**src/encoderSeqPkg.sv**
```systemverilog
`default_nettype none

package encoderSeqPkg;

	////////////////////////////////////////////////////////////////////////////
	// Encoder units and their start/done vectors
	////////////////////////////////////////////////////////////////////////////

	typedef enum logic [4:0] {
		autocorr, lagWindow, levinson, azToLsp, quaLsp, intLpc, intQlpc, percVar,
		weightAz, residu, synFilt, pitchOl,
		pitchFr3, encLag3, parityPitch, predLt3, convolve, gPitch, testErr,
		acelpCodebook, corrXy2, quaGain, updateExcErr
	} unitId;

	// One bit per unit, autocorr in the MSB
	typedef struct packed {
		logic autocorr, lagWindow, levinson, azToLsp, quaLsp, intLpc, intQlpc, percVar;
		logic weightAz, residu, synFilt, pitchOl;
		logic pitchFr3, encLag3, parityPitch, predLt3, convolve, gPitch, testErr;
		logic acelpCodebook, corrXy2, quaGain, updateExcErr;
	} unitVec;

	localparam int numUnits = $bits(unitVec);

	typedef enum logic [2:0] {
		idle,
		waitAnalysis,
		issue,                                 // Start pulse for the current step
		waitDone,
		loopCheck,                             // Start of the next subframe
		finish
	} seqState;

	// Load/clear strobes of the shared encoder registers
	typedef struct packed {
		logic tOp, t0, t0Frac, t0Bounds, index, gainPit, gainCode, sharp;
		logic iSubfr, iGamma, aqAddr;
	} regStrobes;

	typedef struct packed {
		logic valid;
		unitId id;                             // Unit that just completed
	} doneEvent;

	typedef logic [5:0] stepSel;

	////////////////////////////////////////////////////////////////////////////
	// Step tables
	////////////////////////////////////////////////////////////////////////////

	localparam int numFrameSteps = 17;
	localparam int numSubframeSteps = 19;

	localparam unitId frameSteps [numFrameSteps] = '{
		autocorr, lagWindow, levinson, azToLsp, quaLsp, intLpc, intQlpc, percVar,
		weightAz, weightAz, residu, synFilt,
		weightAz, weightAz, residu, synFilt,
		pitchOl
	};

	localparam unitId subframeSteps [numSubframeSteps] = '{
		weightAz, weightAz, synFilt, synFilt, residu, synFilt, residu, synFilt,
		pitchFr3, encLag3, parityPitch, predLt3, convolve, gPitch, testErr, acelpCodebook,
		corrXy2, quaGain, updateExcErr
	};

	// Unit run at a given step index, subframe steps follow the frame steps
	function automatic unitId stepUnit(input stepSel step);
		stepSel subIdx;
		subIdx = step - stepSel'(numFrameSteps);
		if (step < stepSel'(numFrameSteps))
			return frameSteps[step[4:0]];
		return subframeSteps[subIdx[4:0]];
	endfunction

	function automatic unitVec unitMask(input unitId unit);
		logic [numUnits-1:0] bits;
		bits = '0;
		bits[numUnits - 1 - int'(unit)] = 1'b1;
		return unitVec'(bits);
	endfunction

endpackage

`default_nettype wire

```
**src/encoderController.sv**
```systemverilog
`timescale 1ns/1ps
`default_nettype none

module encoderController #(
	parameter int frameSize = 80,
	parameter int subframeSize = 40,
	parameter int framesPerAnalysis = 2
) (
	input wire logic clock,
	input wire logic reset,
	input wire logic start,
	input wire logic frameDone,
	input wire logic divErr,
	input wire encoderSeqPkg::unitVec unitDone,
	output encoderSeqPkg::unitVec unitStart,
	output encoderSeqPkg::stepSel mathMuxSel,
	output encoderSeqPkg::regStrobes regLoad,
	output encoderSeqPkg::regStrobes regClear,
	output logic done
);

	import encoderSeqPkg::*;

	logic analysisReady;
	logic firstSubframe;
	logic lastSubframe;
	logic advance;
	logic restart;
	logic idle;
	doneEvent doneEvt;                         // Completed unit, same cycle as its done

	////////////////////////////////////////////////////////////////////////////
	// Frame grouping and subframe tracking
	////////////////////////////////////////////////////////////////////////////

	frameGate #(
		.framesPerAnalysis(framesPerAnalysis)
	) u_frameGate (
		.clock(clock),
		.reset(reset),
		.start(start),
		.frameDone(frameDone),
		.analysisReady(analysisReady)
	);

	subframeCounter #(
		.frameSize(frameSize),
		.subframeSize(subframeSize)
	) u_subframeCounter (
		.clock(clock),
		.reset(reset),
		.restart(restart),
		.advance(advance),
		.firstSubframe(firstSubframe),
		.lastSubframe(lastSubframe)
	);

	////////////////////////////////////////////////////////////////////////////
	// Unit sequencing and register strobes
	////////////////////////////////////////////////////////////////////////////

	stepSequencer u_stepSequencer (
		.clock(clock),
		.reset(reset),
		.start(start),
		.divErr(divErr),
		.analysisReady(analysisReady),
		.unitDone(unitDone),
		.firstSubframe(firstSubframe),
		.lastSubframe(lastSubframe),
		.unitStart(unitStart),
		.mathMuxSel(mathMuxSel),
		.doneEvt(doneEvt),
		.idle(idle),
		.advance(advance),
		.restart(restart),
		.done(done)
	);

	regStrobeDecoder u_regStrobeDecoder (
		.doneEvt(doneEvt),
		.idle(idle),
		.regLoad(regLoad),
		.regClear(regClear)
	);

endmodule

`default_nettype wire

```
**src/frameGate.sv**
```systemverilog
`timescale 1ns/1ps
`default_nettype none

module frameGate #(
	parameter int framesPerAnalysis = 2
) (
	input wire logic clock,
	input wire logic reset,
	input wire logic start,
	input wire logic frameDone,
	output logic analysisReady
);

	localparam int countW = $clog2(framesPerAnalysis + 1);
	localparam logic [countW-1:0] lastCount = countW'(framesPerAnalysis - 1);

	typedef enum logic {
		gateOff,
		gateRunning
	} gateState;

	gateState state;
	logic [countW-1:0] frameCount;             // Frames seen in current group

	// Group complete on this frame
	assign analysisReady = (state == gateRunning) && frameDone && (frameCount == lastCount);

	always_ff @(posedge clock)
	begin
		if (reset)
		begin
			state <= gateOff;
			frameCount <= '0;
		end
		else
		begin
			if (state == gateOff && start)
				state <= gateRunning;          // Runs until reset
			if (state == gateRunning && frameDone)
			begin
				if (frameCount == lastCount)
					frameCount <= '0;
				else
					frameCount <= frameCount + 1'b1;
			end
		end
	end

endmodule

`default_nettype wire

```
**src/regStrobeDecoder.sv**
```systemverilog
`timescale 1ns/1ps
`default_nettype none

module regStrobeDecoder (
	input wire encoderSeqPkg::doneEvent doneEvt,
	input wire logic idle,
	output encoderSeqPkg::regStrobes regLoad,
	output encoderSeqPkg::regStrobes regClear
);

	import encoderSeqPkg::*;

	////////////////////////////////////////////////////////////////////////////
	// Register loads on unit completion
	////////////////////////////////////////////////////////////////////////////

	always_comb
	begin
		regLoad = '0;
		if (doneEvt.valid)
		begin
			case (doneEvt.id)
				pitchOl:
				begin
					regLoad.tOp = 1'b1;        // Open-loop lag
					regLoad.t0Bounds = 1'b1;
					regLoad.aqAddr = 1'b1;
					regLoad.iGamma = 1'b1;
				end

				pitchFr3:
				begin
					regLoad.t0 = 1'b1;
					regLoad.t0Frac = 1'b1;
				end

				encLag3:
				begin
					regLoad.index = 1'b1;      // Lag code
					regLoad.t0Bounds = 1'b1;   // Search range for next subframe
				end

				gPitch:
					regLoad.gainPit = 1'b1;

				acelpCodebook:
					regLoad.index = 1'b1;      // Fixed codebook index

				// Quantized gains plus pitch sharpening
				quaGain:
				begin
					regLoad.gainPit = 1'b1;
					regLoad.gainCode = 1'b1;
					regLoad.sharp = 1'b1;
				end

				updateExcErr:
				begin
					regLoad.iSubfr = 1'b1;
					regLoad.aqAddr = 1'b1;     // Next subframe's coefficients
				end

				default:
					regLoad = '0;
			endcase
		end
	end

	// Every shared register held clear while idle
	assign regClear = idle ? '1 : '0;

endmodule

`default_nettype wire

```
**src/stepSequencer.sv**
```systemverilog
`timescale 1ns/1ps
`default_nettype none

module stepSequencer (
	input wire logic clock,
	input wire logic reset,
	input wire logic start,
	input wire logic divErr,
	input wire logic analysisReady,
	input wire encoderSeqPkg::unitVec unitDone,
	input wire logic firstSubframe,
	input wire logic lastSubframe,
	output encoderSeqPkg::unitVec unitStart,
	output encoderSeqPkg::stepSel mathMuxSel,
	output encoderSeqPkg::doneEvent doneEvt,
	output logic idle,
	output logic advance,
	output logic restart,
	output logic done
);

	import encoderSeqPkg::*;

	localparam stepSel firstSubStep = stepSel'(numFrameSteps);
	localparam stepSel lastStep = stepSel'(numFrameSteps + numSubframeSteps - 1);

	seqState state;
	seqState nextState;
	stepSel step;                              // Index of the current step
	stepSel nextStep;
	stepSel stepInc;
	unitId curUnit;
	logic doneHit;

	////////////////////////////////////////////////////////////////////////////
	// Step lookup and done matching
	////////////////////////////////////////////////////////////////////////////

	always_comb
	begin
		curUnit = stepUnit(step);
		doneHit = |(unitDone & unitMask(curUnit));   // Other units' done bits ignored

		// Parity pitch only belongs to the first subframe
		stepInc = step + 6'd1;
		if (stepUnit(stepInc) == parityPitch && !firstSubframe)
			stepInc = step + 6'd2;
	end

	////////////////////////////////////////////////////////////////////////////
	// Sequencing FSM
	////////////////////////////////////////////////////////////////////////////

	always_comb
	begin
		nextState = state;
		nextStep = step;
		unitStart = '0;
		doneEvt = '0;
		advance = 1'b0;
		done = 1'b0;

		case (state)
			encoderSeqPkg::idle:
			begin
				if (start)
					nextState = waitAnalysis;
			end

			waitAnalysis:
			begin
				if (analysisReady)
				begin
					nextState = issue;
					nextStep = '0;             // Pass opens at autocorr
				end
			end

			issue:
			begin
				unitStart = unitMask(curUnit);
				nextState = waitDone;
			end

			waitDone:
			begin
				if (doneHit)
				begin
					doneEvt.valid = 1'b1;
					doneEvt.id = curUnit;
					if (step == lastStep)
					begin
						nextStep = firstSubStep;
						nextState = lastSubframe ? finish : loopCheck;
					end
					else
					begin
						nextStep = stepInc;
						nextState = issue;
					end
				end
			end

			// First step of the next subframe goes out together with the offset step
			loopCheck:
			begin
				unitStart = unitMask(curUnit);
				advance = 1'b1;
				nextState = waitDone;
			end

			finish:
			begin
				done = 1'b1;
				nextState = encoderSeqPkg::idle;
			end

			default:
				nextState = encoderSeqPkg::idle;
		endcase

		if (divErr)
			nextState = encoderSeqPkg::idle;   // Abort the pass
	end

	assign idle = (state == encoderSeqPkg::idle);
	assign restart = (state == encoderSeqPkg::idle);   // Back to subframe zero
	assign mathMuxSel = step;

	always_ff @(posedge clock)
	begin
		if (reset)
		begin
			state <= encoderSeqPkg::idle;
			step <= '0;
		end
		else
		begin
			state <= nextState;
			step <= nextStep;
		end
	end

endmodule

`default_nettype wire

```
**src/subframeCounter.sv**
```systemverilog
`timescale 1ns/1ps
`default_nettype none

module subframeCounter #(
	parameter int frameSize = 80,
	parameter int subframeSize = 40
) (
	input wire logic clock,
	input wire logic reset,
	input wire logic restart,
	input wire logic advance,
	output logic firstSubframe,
	output logic lastSubframe
);

	// Room for the offset one step past the frame end
	localparam int offsetW = $clog2(frameSize + subframeSize + 1);

	logic [offsetW-1:0] offset;                // Sample offset of current subframe
	logic [offsetW-1:0] nextOffset;

	assign nextOffset = offset + offsetW'(subframeSize);

	assign firstSubframe = (offset == '0);
	assign lastSubframe = (nextOffset >= offsetW'(frameSize));

	always_ff @(posedge clock)
	begin
		if (reset)
			offset <= '0;
		else if (restart)
			offset <= '0;
		else if (advance)
			offset <= nextOffset;
	end

endmodule

`default_nettype wire
```
**config.mk**
```make
export PLATFORM = sky130hd
export DESIGN_NAME = encoderController
export DESIGN_NICKNAME = d
export VERILOG_FILES = /design/src/encoderSeqPkg.sv /design/src/encoderController.sv /design/src/frameGate.sv /design/src/regStrobeDecoder.sv /design/src/stepSequencer.sv /design/src/subframeCounter.sv
export SDC_FILE = /design/constraint.sdc
export NUM_CORES = 1
export LEC_CHECK = 0
export ABC_AREA = 1
export BUFFER_PORTS_ARGS = -buffer_cell sky130_fd_sc_hd__buf_4
export CELL_PAD_IN_SITES_DETAIL_PLACEMENT = 1
export CELL_PAD_IN_SITES_GLOBAL_PLACEMENT = 1
export CORE_ASPECT_RATIO = 1.4
export CORE_MARGIN = 4
export CORE_UTILIZATION = 37
export CTS_BUF_LIST = sky130_fd_sc_hd__clkbuf_4 sky130_fd_sc_hd__clkbuf_8
export DETAILED_ROUTE_END_ITERATION = 12
export PLACE_DENSITY = 0.87
export SLEW_MARGIN = 5
export SYNTH_ARGS = -nofsm -noshare
export SYNTH_HDL_FRONTEND = slang
export SYNTH_HIERARCHICAL = 1
export SYNTH_SLANG_ARGS = --single-unit
export TNS_END_PERCENT = 1
```
**constraint.sdc**
```tcl
create_clock -name clock -period 9.84 [get_ports clock]
set_input_delay 1.968 -clock clock [delete_from_list [all_inputs] [get_ports clock]]
set_output_delay 1.968 -clock clock [all_outputs]
set_load 0.03 [all_outputs]
```
==> impl_metrics.toml, run 1 <==
[sta]
hold_viol = 0
fin_skew_ps = 1.02
tns_ps = 0
slew_viol_final = 0
tightest_slew_ps = 733
period_minus_slack_ps = 6010
rsz0062_at_grt = "no"
timing.fmax_mhz = 166
finalWorstSetupSlack_ps = 3830
finalCritPeriodShare_pct = 61.1
slew_headroom_pct = 50.7
setup-violations-final = 0

[final_layout]
synthToLayoutAreaGrowth_pct = 26.8
n_antenna_cell = 0
drive_gt1_share_pct = 29.5
multi_input_area_sq_um = 1520
fin_nets = 480
seq_area_sq_um = 320
fill_cells = 839

[synthesis]
ys_seq_area_share_pct = 14.3
syn_area_sq_um = 2240
synth-edff-count = 0
ys_ff_latch = 16
avgSynthCellArea_sq_um = 5.97
ys_types = 41
syn_nets = 414
ys_warn_count = 6
ys_async_sr_fraction_pct = 0
synth_flop_cell = "dfxtp_1"
synth_cells = 376

[outcome]
status = "finished clean"

[pwr]
p_per_area_nw_per_um2 = 68.1
ir_drop_mv = 0.0764
power.leakage_nw = 1.44

[clock_network]
cts_buffers = 3
tritoncts = "yes"
clkTransAtPathRegs_ps = 70
clock_sinks = 16
h-tree-depth = 1
postCtsSetupRepairBufs = 0
clk-insertion-delay-late_ps = 260
root_buffer = "clkbuf_8"
postCtsHoldBufs = 0
ctsResizeCount = 0
clockBufferDepth = 2

[critical_path]
crit_chain = "clkinv_1 -> ha_1 -> nand2_1 -> nand2_1 -> o21ai_0 -> nand2_1 -> o21ai_2 -> inv_1 -> nand2_2 -> nand2_4 -> nor2_2 -> nand3_1 -> nand2_1 -> nor2_2 -> nand2_1 -> nor2_4 -> nand3_1 -> nand2_2 -> nor2_1 -> inv_1 -> nor3_1 -> buf_4"
worstPathMaxFanout = 11
r2r_start = "u_stepSequencer/mathMuxSel[0]$_SDFFE_PP0P_"
regToRegEndpoint = "u_stepSequencer/mathMuxSel[5]$_SDFFE_PP0P_"
crit_start = "u_stepSequencer/mathMuxSel[0]$_SDFFE_PP0P_"
crit_family = "simple AND/OR/NAND/NOR gates"
critPathKind = "register to output port"
r2r_setup_slack_ps = 6490
arrival_ps = 4040
crit_top_cell = "nand2_1"
crit_buf_inv = 4
critPathCaptureType = "output port"
slowest_delay_ps = 420
crit_slowest_cell = "dfxtp_1"
worstPathRequired_ps = 7870
crit_path_start_kind = "register"
rr_worst_depth = 19

[placed_design]
gp_congestion = 0.937
port_buffers = 79
pre_cts_ws_ps = 4140
hpwl_microns = 6430

[floorplan]
io_pins = 80
die_x_microns = 73.8
core_area_sq_um = 5860
die_y_microns = 100
rows = 33
die_area_sq_um = 7390
start_util_pct = 38.3

[global_route]
grt_max_degree = 24
antenna_found_initial = 0
grt_pass1_wl_microns = 12500
first_global_vias = 2830
track_usage_pct = 20.7
grt_overflow_total = 0

[drt]
postRouteAntennaNets = 0
firstDrtPassIters = 4
drtIter0Drc = 59
drc = 0
wl_per_cell_microns = 14.7
num_vias = 2675
viasPerCell = 5.23
wirelength_microns = 7500

[min_path]
hp-class = "register to register"
hold_depth = 2
min_to = "u_frameGate/frameCount[1]$_SDFFE_PP0P_"
min-delay-start = "u_frameGate/frameCount[1]$_SDFFE_PP0P_"

[run]
drv_cap = 0
worst reg2reg max path: cells and delay by family (launching register included):
| kind | cells | cell delay (ps) |
|---|---|---|
| compound gates | 3 | 530 |
| fa+ha+maj | 1 | 350 |
| flops | 1 | 420 |
| buf+inv | 3 | 640 |
| simple gates | 12 | 1340 |
routing by layer:
layer / up-vias / routed length (microns) / GRT usage (%)
met1: 1266 / 2770 / 22.0
met4: 0 / 208 / 7.81
met3: 17 / 244 / 1.60
met2: 60 / 4270 / 40.6
li1: 1332 / - / -
met5: - / 0 / 0
placed cells by master (no fill, tap or decap), types with 5 or more instances in the layout:
master   netlist  layout
dfxtp_1       16      16
buf_4         15      80
a21oi_1       11      11
nand2_4        5       5
nand3_1       30      30
nor4_1         7       7
o21ai_0        8       8
inv_1         55      55
nand4_1       18      18
nor2_2         8       8
nand3_2        5       5
inv_2         12      12
nor2_1        49      49
nor3_1        17      17
ha_1          10      10
nand2_1       68      68
nand2_2        6       6
per-stage QoR:
step	cells	power, mW	hold WS, ps	instance area [sq um]	utilization, %
final	511	0.194	431	2840	48.5
after CTS	511	0.196	438	2840	48.5
after floorplan	376	0.115	409	2240	-
after global placement	507	0.133	416	2790	47.6
after detailed placement	507	0.134	427	2790	47.6
after global routing	511	0.205	456	2840	48.5
logic make-up after synthesis:
family                     Yosys count  synth area share (%)
adders and majority gates           10                  5.58
DFF                                 16                  14.3
buffers and inverters               89                  18.2
AOI/OAI and AO/OA                   31                  8.09
and+or+nand+nor                    224                  51.5
xor gates and xnor gates             6                  2.34
how the worst max path moves through the flow:
stage,depth (start not counted),slack [ps],endpoint
2_1_floorplan,24,3920,regLoad[9]
3_3_place_gp,13,4280,regLoad[4]
3_5_place_dp,22,4140,regLoad[4]
4_1_cts,22,3840,regLoad[4]
5_1_grt,24,3370,regLoad[10]
6_report,22,3830,regLoad[4]
Yosys cell counts (7+ instances only):
library cell  count  area share [%]
nand2_1          68              11
nor3_1           17             3.8
inv_1            55             9.2
ha_1             10             5.6
nand3_1          30             6.7
inv_2            12             2.0
dfxtp_1          16              14
nor2_1           49             8.2
nand4_1          18             5.0
o21ai_0           8             1.8
buf_4            15             5.0
nor4_1            7             2.0
a21oi_1          11             2.5
nor2_2            8             2.2
registers in the layout, indices dropped and copies added (netlist names):
name,count
u_stepSequencer/mathMuxSel,6
u_subframeCounter/offset,4
u_stepSequencer/state,3
u_frameGate/frameCount,2
u_frameGate/state,1
power by group:
| part | switching [mW] | total, mW | leakage (nW) | internal, mW |
|---|---|---|---|---|
| clock network | 0.0252 | 0.0608 | 0.0288 | 0.0356 |
| logic | 0.0408 | 0.0641 | 1.28 | 0.0233 |
| registers | 0.00227 | 0.0686 | 0.130 | 0.0664 |
final cells by class:
cell class | instances | area share (%)
multi-input cells | 271 | 53.3
repair buffers | 80 | 21.1
flip-flops and latches | 16 | 11.3
inverters | 70 | 9.33
well taps | 70 | 3.08
clock buffers | 4 | 1.94
No activity file was read; power rests on OpenSTA's default activity.
==> run 2, diff against run 1 <==
Settings changed: ABC_AREA 1 to 0, CORE_UTILIZATION 37 to 32, PLACE_DENSITY 0.87 to 0.77.
Clock period 9.84 ns to 5.45 ns, I/O delays scaled along.
==> run 2 against run 1 <==
Net effect: via count is 5.8% lower; die area rose by 11%; sequential share of layout area shrank 0.17 points; wire length is 5.6% higher; utilization is 3.7 points lower; cell area rose by 4.3%; global-route usage decreased by 1.9 points; area after synthesis decreased by 2.5%; critical endpoint is now regLoad[6]; largest power group unchanged.
==> impl_metrics.toml, run 2 <==
[outcome]
status = "finished clean"

[global_route]
grt_pass1_wl_microns = 12700
first_global_vias = 2576
track_usage_pct = 18.9
grt_max_degree = 17
antenna_found_initial = 0
grt_overflow_total = 0

[critical_path]
critPathKind = "register to output port"
crit_buf_inv = 3
worstPathRequired_ps = 4360
crit_slowest_cell = "or4_4"
crit_family = "simple AND/OR/NAND/NOR gates"
slowest_delay_ps = 530
crit_chain = "clkinvlp_4 -> ha_4 -> nor2b_1 -> a31o_2 -> a221o_2 -> nand2_1 -> mux2_2 -> o2bb2ai_1 -> or4_4 -> nand2b_1 -> buf_4 -> nor2_1 -> or3b_4 -> o22ai_1 -> buf_4"
crit_path_start_kind = "register"
crit_top_cell = "buf_4"
worstPathMaxFanout = 8
arrival_ps = 4130
critPathCaptureType = "output port"

[synthesis]
syn_area_sq_um = 2190
ys_ff_latch = 16
syn_nets = 347
synth_most_common_cell = "nor2_1"
synth_commonest_cells = "46 x nor2_1, 24 x nand2_1, 17 x nor3_1"
yosys.area.top_type_share_pct = 14.6
synth_top_area_cell = "dfxtp_1"
avgSynthCellArea_sq_um = 7.08
ys_types = 68
synth_flop_cell = "dfxtp_1"
ys_seq_area_share_pct = 14.6
ys_async_sr_fraction_pct = 0
synth_cells = 309
ys_warn_count = 6
synth.area.top_cells = "dfxtp_1 15%, nor2_1 7.9%, ha_1 5.7%"
synth-edff-count = 0

[drt]
wl_per_cell_microns = 17.0
postRouteAntennaNets = 0
num_vias = 2521
drc = 0
wirelength_microns = 7920
viasPerCell = 5.40
drtIter0Drc = 125
firstDrtPassIters = 4

[clock_network]
root_buffer = "clkbuf_8"
cts_buffers = 3
clockBufferDepth = 2
clock_sinks = 16
clk-insertion-delay-late_ps = 250
h-tree-depth = 1
postCtsHoldBufs = 0
tritoncts = "yes"
clkTransAtPathRegs_ps = 70

[floorplan]
die_area_sq_um = 8240
rows = 35
die_y_microns = 106
core_area_sq_um = 6610
die_x_microns = 77.9
start_util_pct = 33.1
io_pins = 80

[sta]
slew_headroom_pct = 56.2
slew_viol_final = 0
finalWorstSetupSlack_ps = 234
finalCritPeriodShare_pct = 95.7
hold_slack_ps = 507
tightest_slew_ps = 656
period_minus_slack_ps = 5220
hold_viol = 0
setup-violations-final = 0
tns_ps = 0
timing.fmax_mhz = 192
fin_skew_ps = 1.76
rsz0062_at_grt = "no"

[final_layout]
synthToLayoutAreaGrowth_pct = 35.6
fin_nets = 414
final_common_cell = "buf_4"
drive_gt1_share_pct = 36.0
fin_cells = 467
n_antenna_cell = 0
largest_reg_flops = 6
final_cell_mix = "90 x buf_4, 44 x nor2_1, 24 x nand2_1"

[pwr]
p_per_area_nw_per_um2 = 91.1
finalPower_uw = 270
power.leakage_nw = 1.19
ir_drop_mv = 0.140

[run]
drv_cap = 0

[placed_design]
hpwl_microns = 6470
place_inst = 460
port_buffers = 79
gp_congestion = 0.888
pre_cts_ws_ps = 83.7

[min_path]
hp-class = "register to register"
==> run 2: cell types whose count changed after synthesis, sizes merged, moves of 6 or more <==
cell | before | now
nand4 | 20 | 2
nor2 | 61 | 46
buf | 17 | 23
inv | 68 | 13
nor2b | 1 | 7
clkbuf | 2 | 8
and3 | 0 | 8
nand3 | 36 | 12
mux2i | 0 | 6
nand2 | 79 | 24
xnor2 | 3 | 9
==> run 2: logic make-up (layout without fill, tap and decap cells) <==
family                   count (synthesis)  count (layout)  share of synthesized area, %
XOR/XNOR                                10              10                          4.00
adder cells (fa/ha/maj)                 10              10                          5.72
flip-flops                              16              16                          14.6
buffers and inverters                   44             110                          11.8
multiplexers                            10              10                          4.81
AND/OR/NAND/NOR                        151             151                          35.9
AO/OA/AOI/OAI                           68              68                          23.1
==> run 2: final cells by class <==
type / instances / area [sq um]
clock buffer: 4 / 55.1
fill: 855 / 3650
inverter: 13 / 52.6
multi-input combinational: 249 / 1700
sequential: 16 / 329
tap: 92 / 115
timing repair buffer: 93 / 709
==> run 2: per-stage QoR <==
stage / utilization [%] / instance area (sq um)
after floorplan: - / 2230
after global placement: 42.4 / 2800
after global routing: 44.8 / 2970
after detailed placement: 42.4 / 2800
final: 44.8 / 2970
after CTS: 43.8 / 2890
==> run 2: report_power, final <==
group | leakage (nW) | switching [mW] | internal [mW] | total, mW
Combinational | 1.03 | 0.0208 | 0.0222 | 0.0430
Sequential | 0.132 | 0.00201 | 0.117 | 0.119
Clock | 0.0288 | 0.0437 | 0.0642 | 0.108
Total | 1.19 | 0.0665 | 0.204 | 0.270
==> run 2: worst paths after layout <==
| path | start | end | slack (ps) | cells after the start |
|---|---|---|---|---|
| setup / recovery | u_stepSequencer/mathMuxSel[0]$_SDFFE_PP0P_ | regLoad[6] | 230 | 15 |
| hold / removal | u_frameGate/frameCount[1]$_SDFFE_PP0P_ | u_frameGate/frameCount[1]$_SDFFE_PP0P_ | 510 | 1 |
| setup reg to reg | u_stepSequencer/mathMuxSel[0]$_SDFFE_PP0P_ | u_stepSequencer/mathMuxSel[1]$_SDFFE_PP0P_ | 2090 | 11 |
| hold reg to reg | u_frameGate/frameCount[1]$_SDFFE_PP0P_ | u_frameGate/frameCount[1]$_SDFFE_PP0P_ | 510 | 1 |
==> run 2: repair_timing <==
item	in CTS	in global routing
setup buffers	1	2
pin swaps	0	3
setup endpoints to repair	4	11
resized for setup	7	16
==> run 2: worst reg2reg max path, cell delays in order (launching register included) <==
cell and delay (ps):
dfxtp_4 360, clkinvlp_4 120, ha_4 210, nor2b_1 170
a31o_2 220, a221o_2 420, nand2_1 160, mux2_2 350
o2bb2ai_1 130, or4_4 530, o21ai_1 260, a2bb2o_1 310
==> run 2: metal layers <==
metal,up-vias,global-route usage (%),wire (microns)
met5,-,0,0
met4,0,8.78,343
met3,28,1.97,314
met2,81,35.4,4130
met1,1179,20.7,3130
li1,1233,-,-
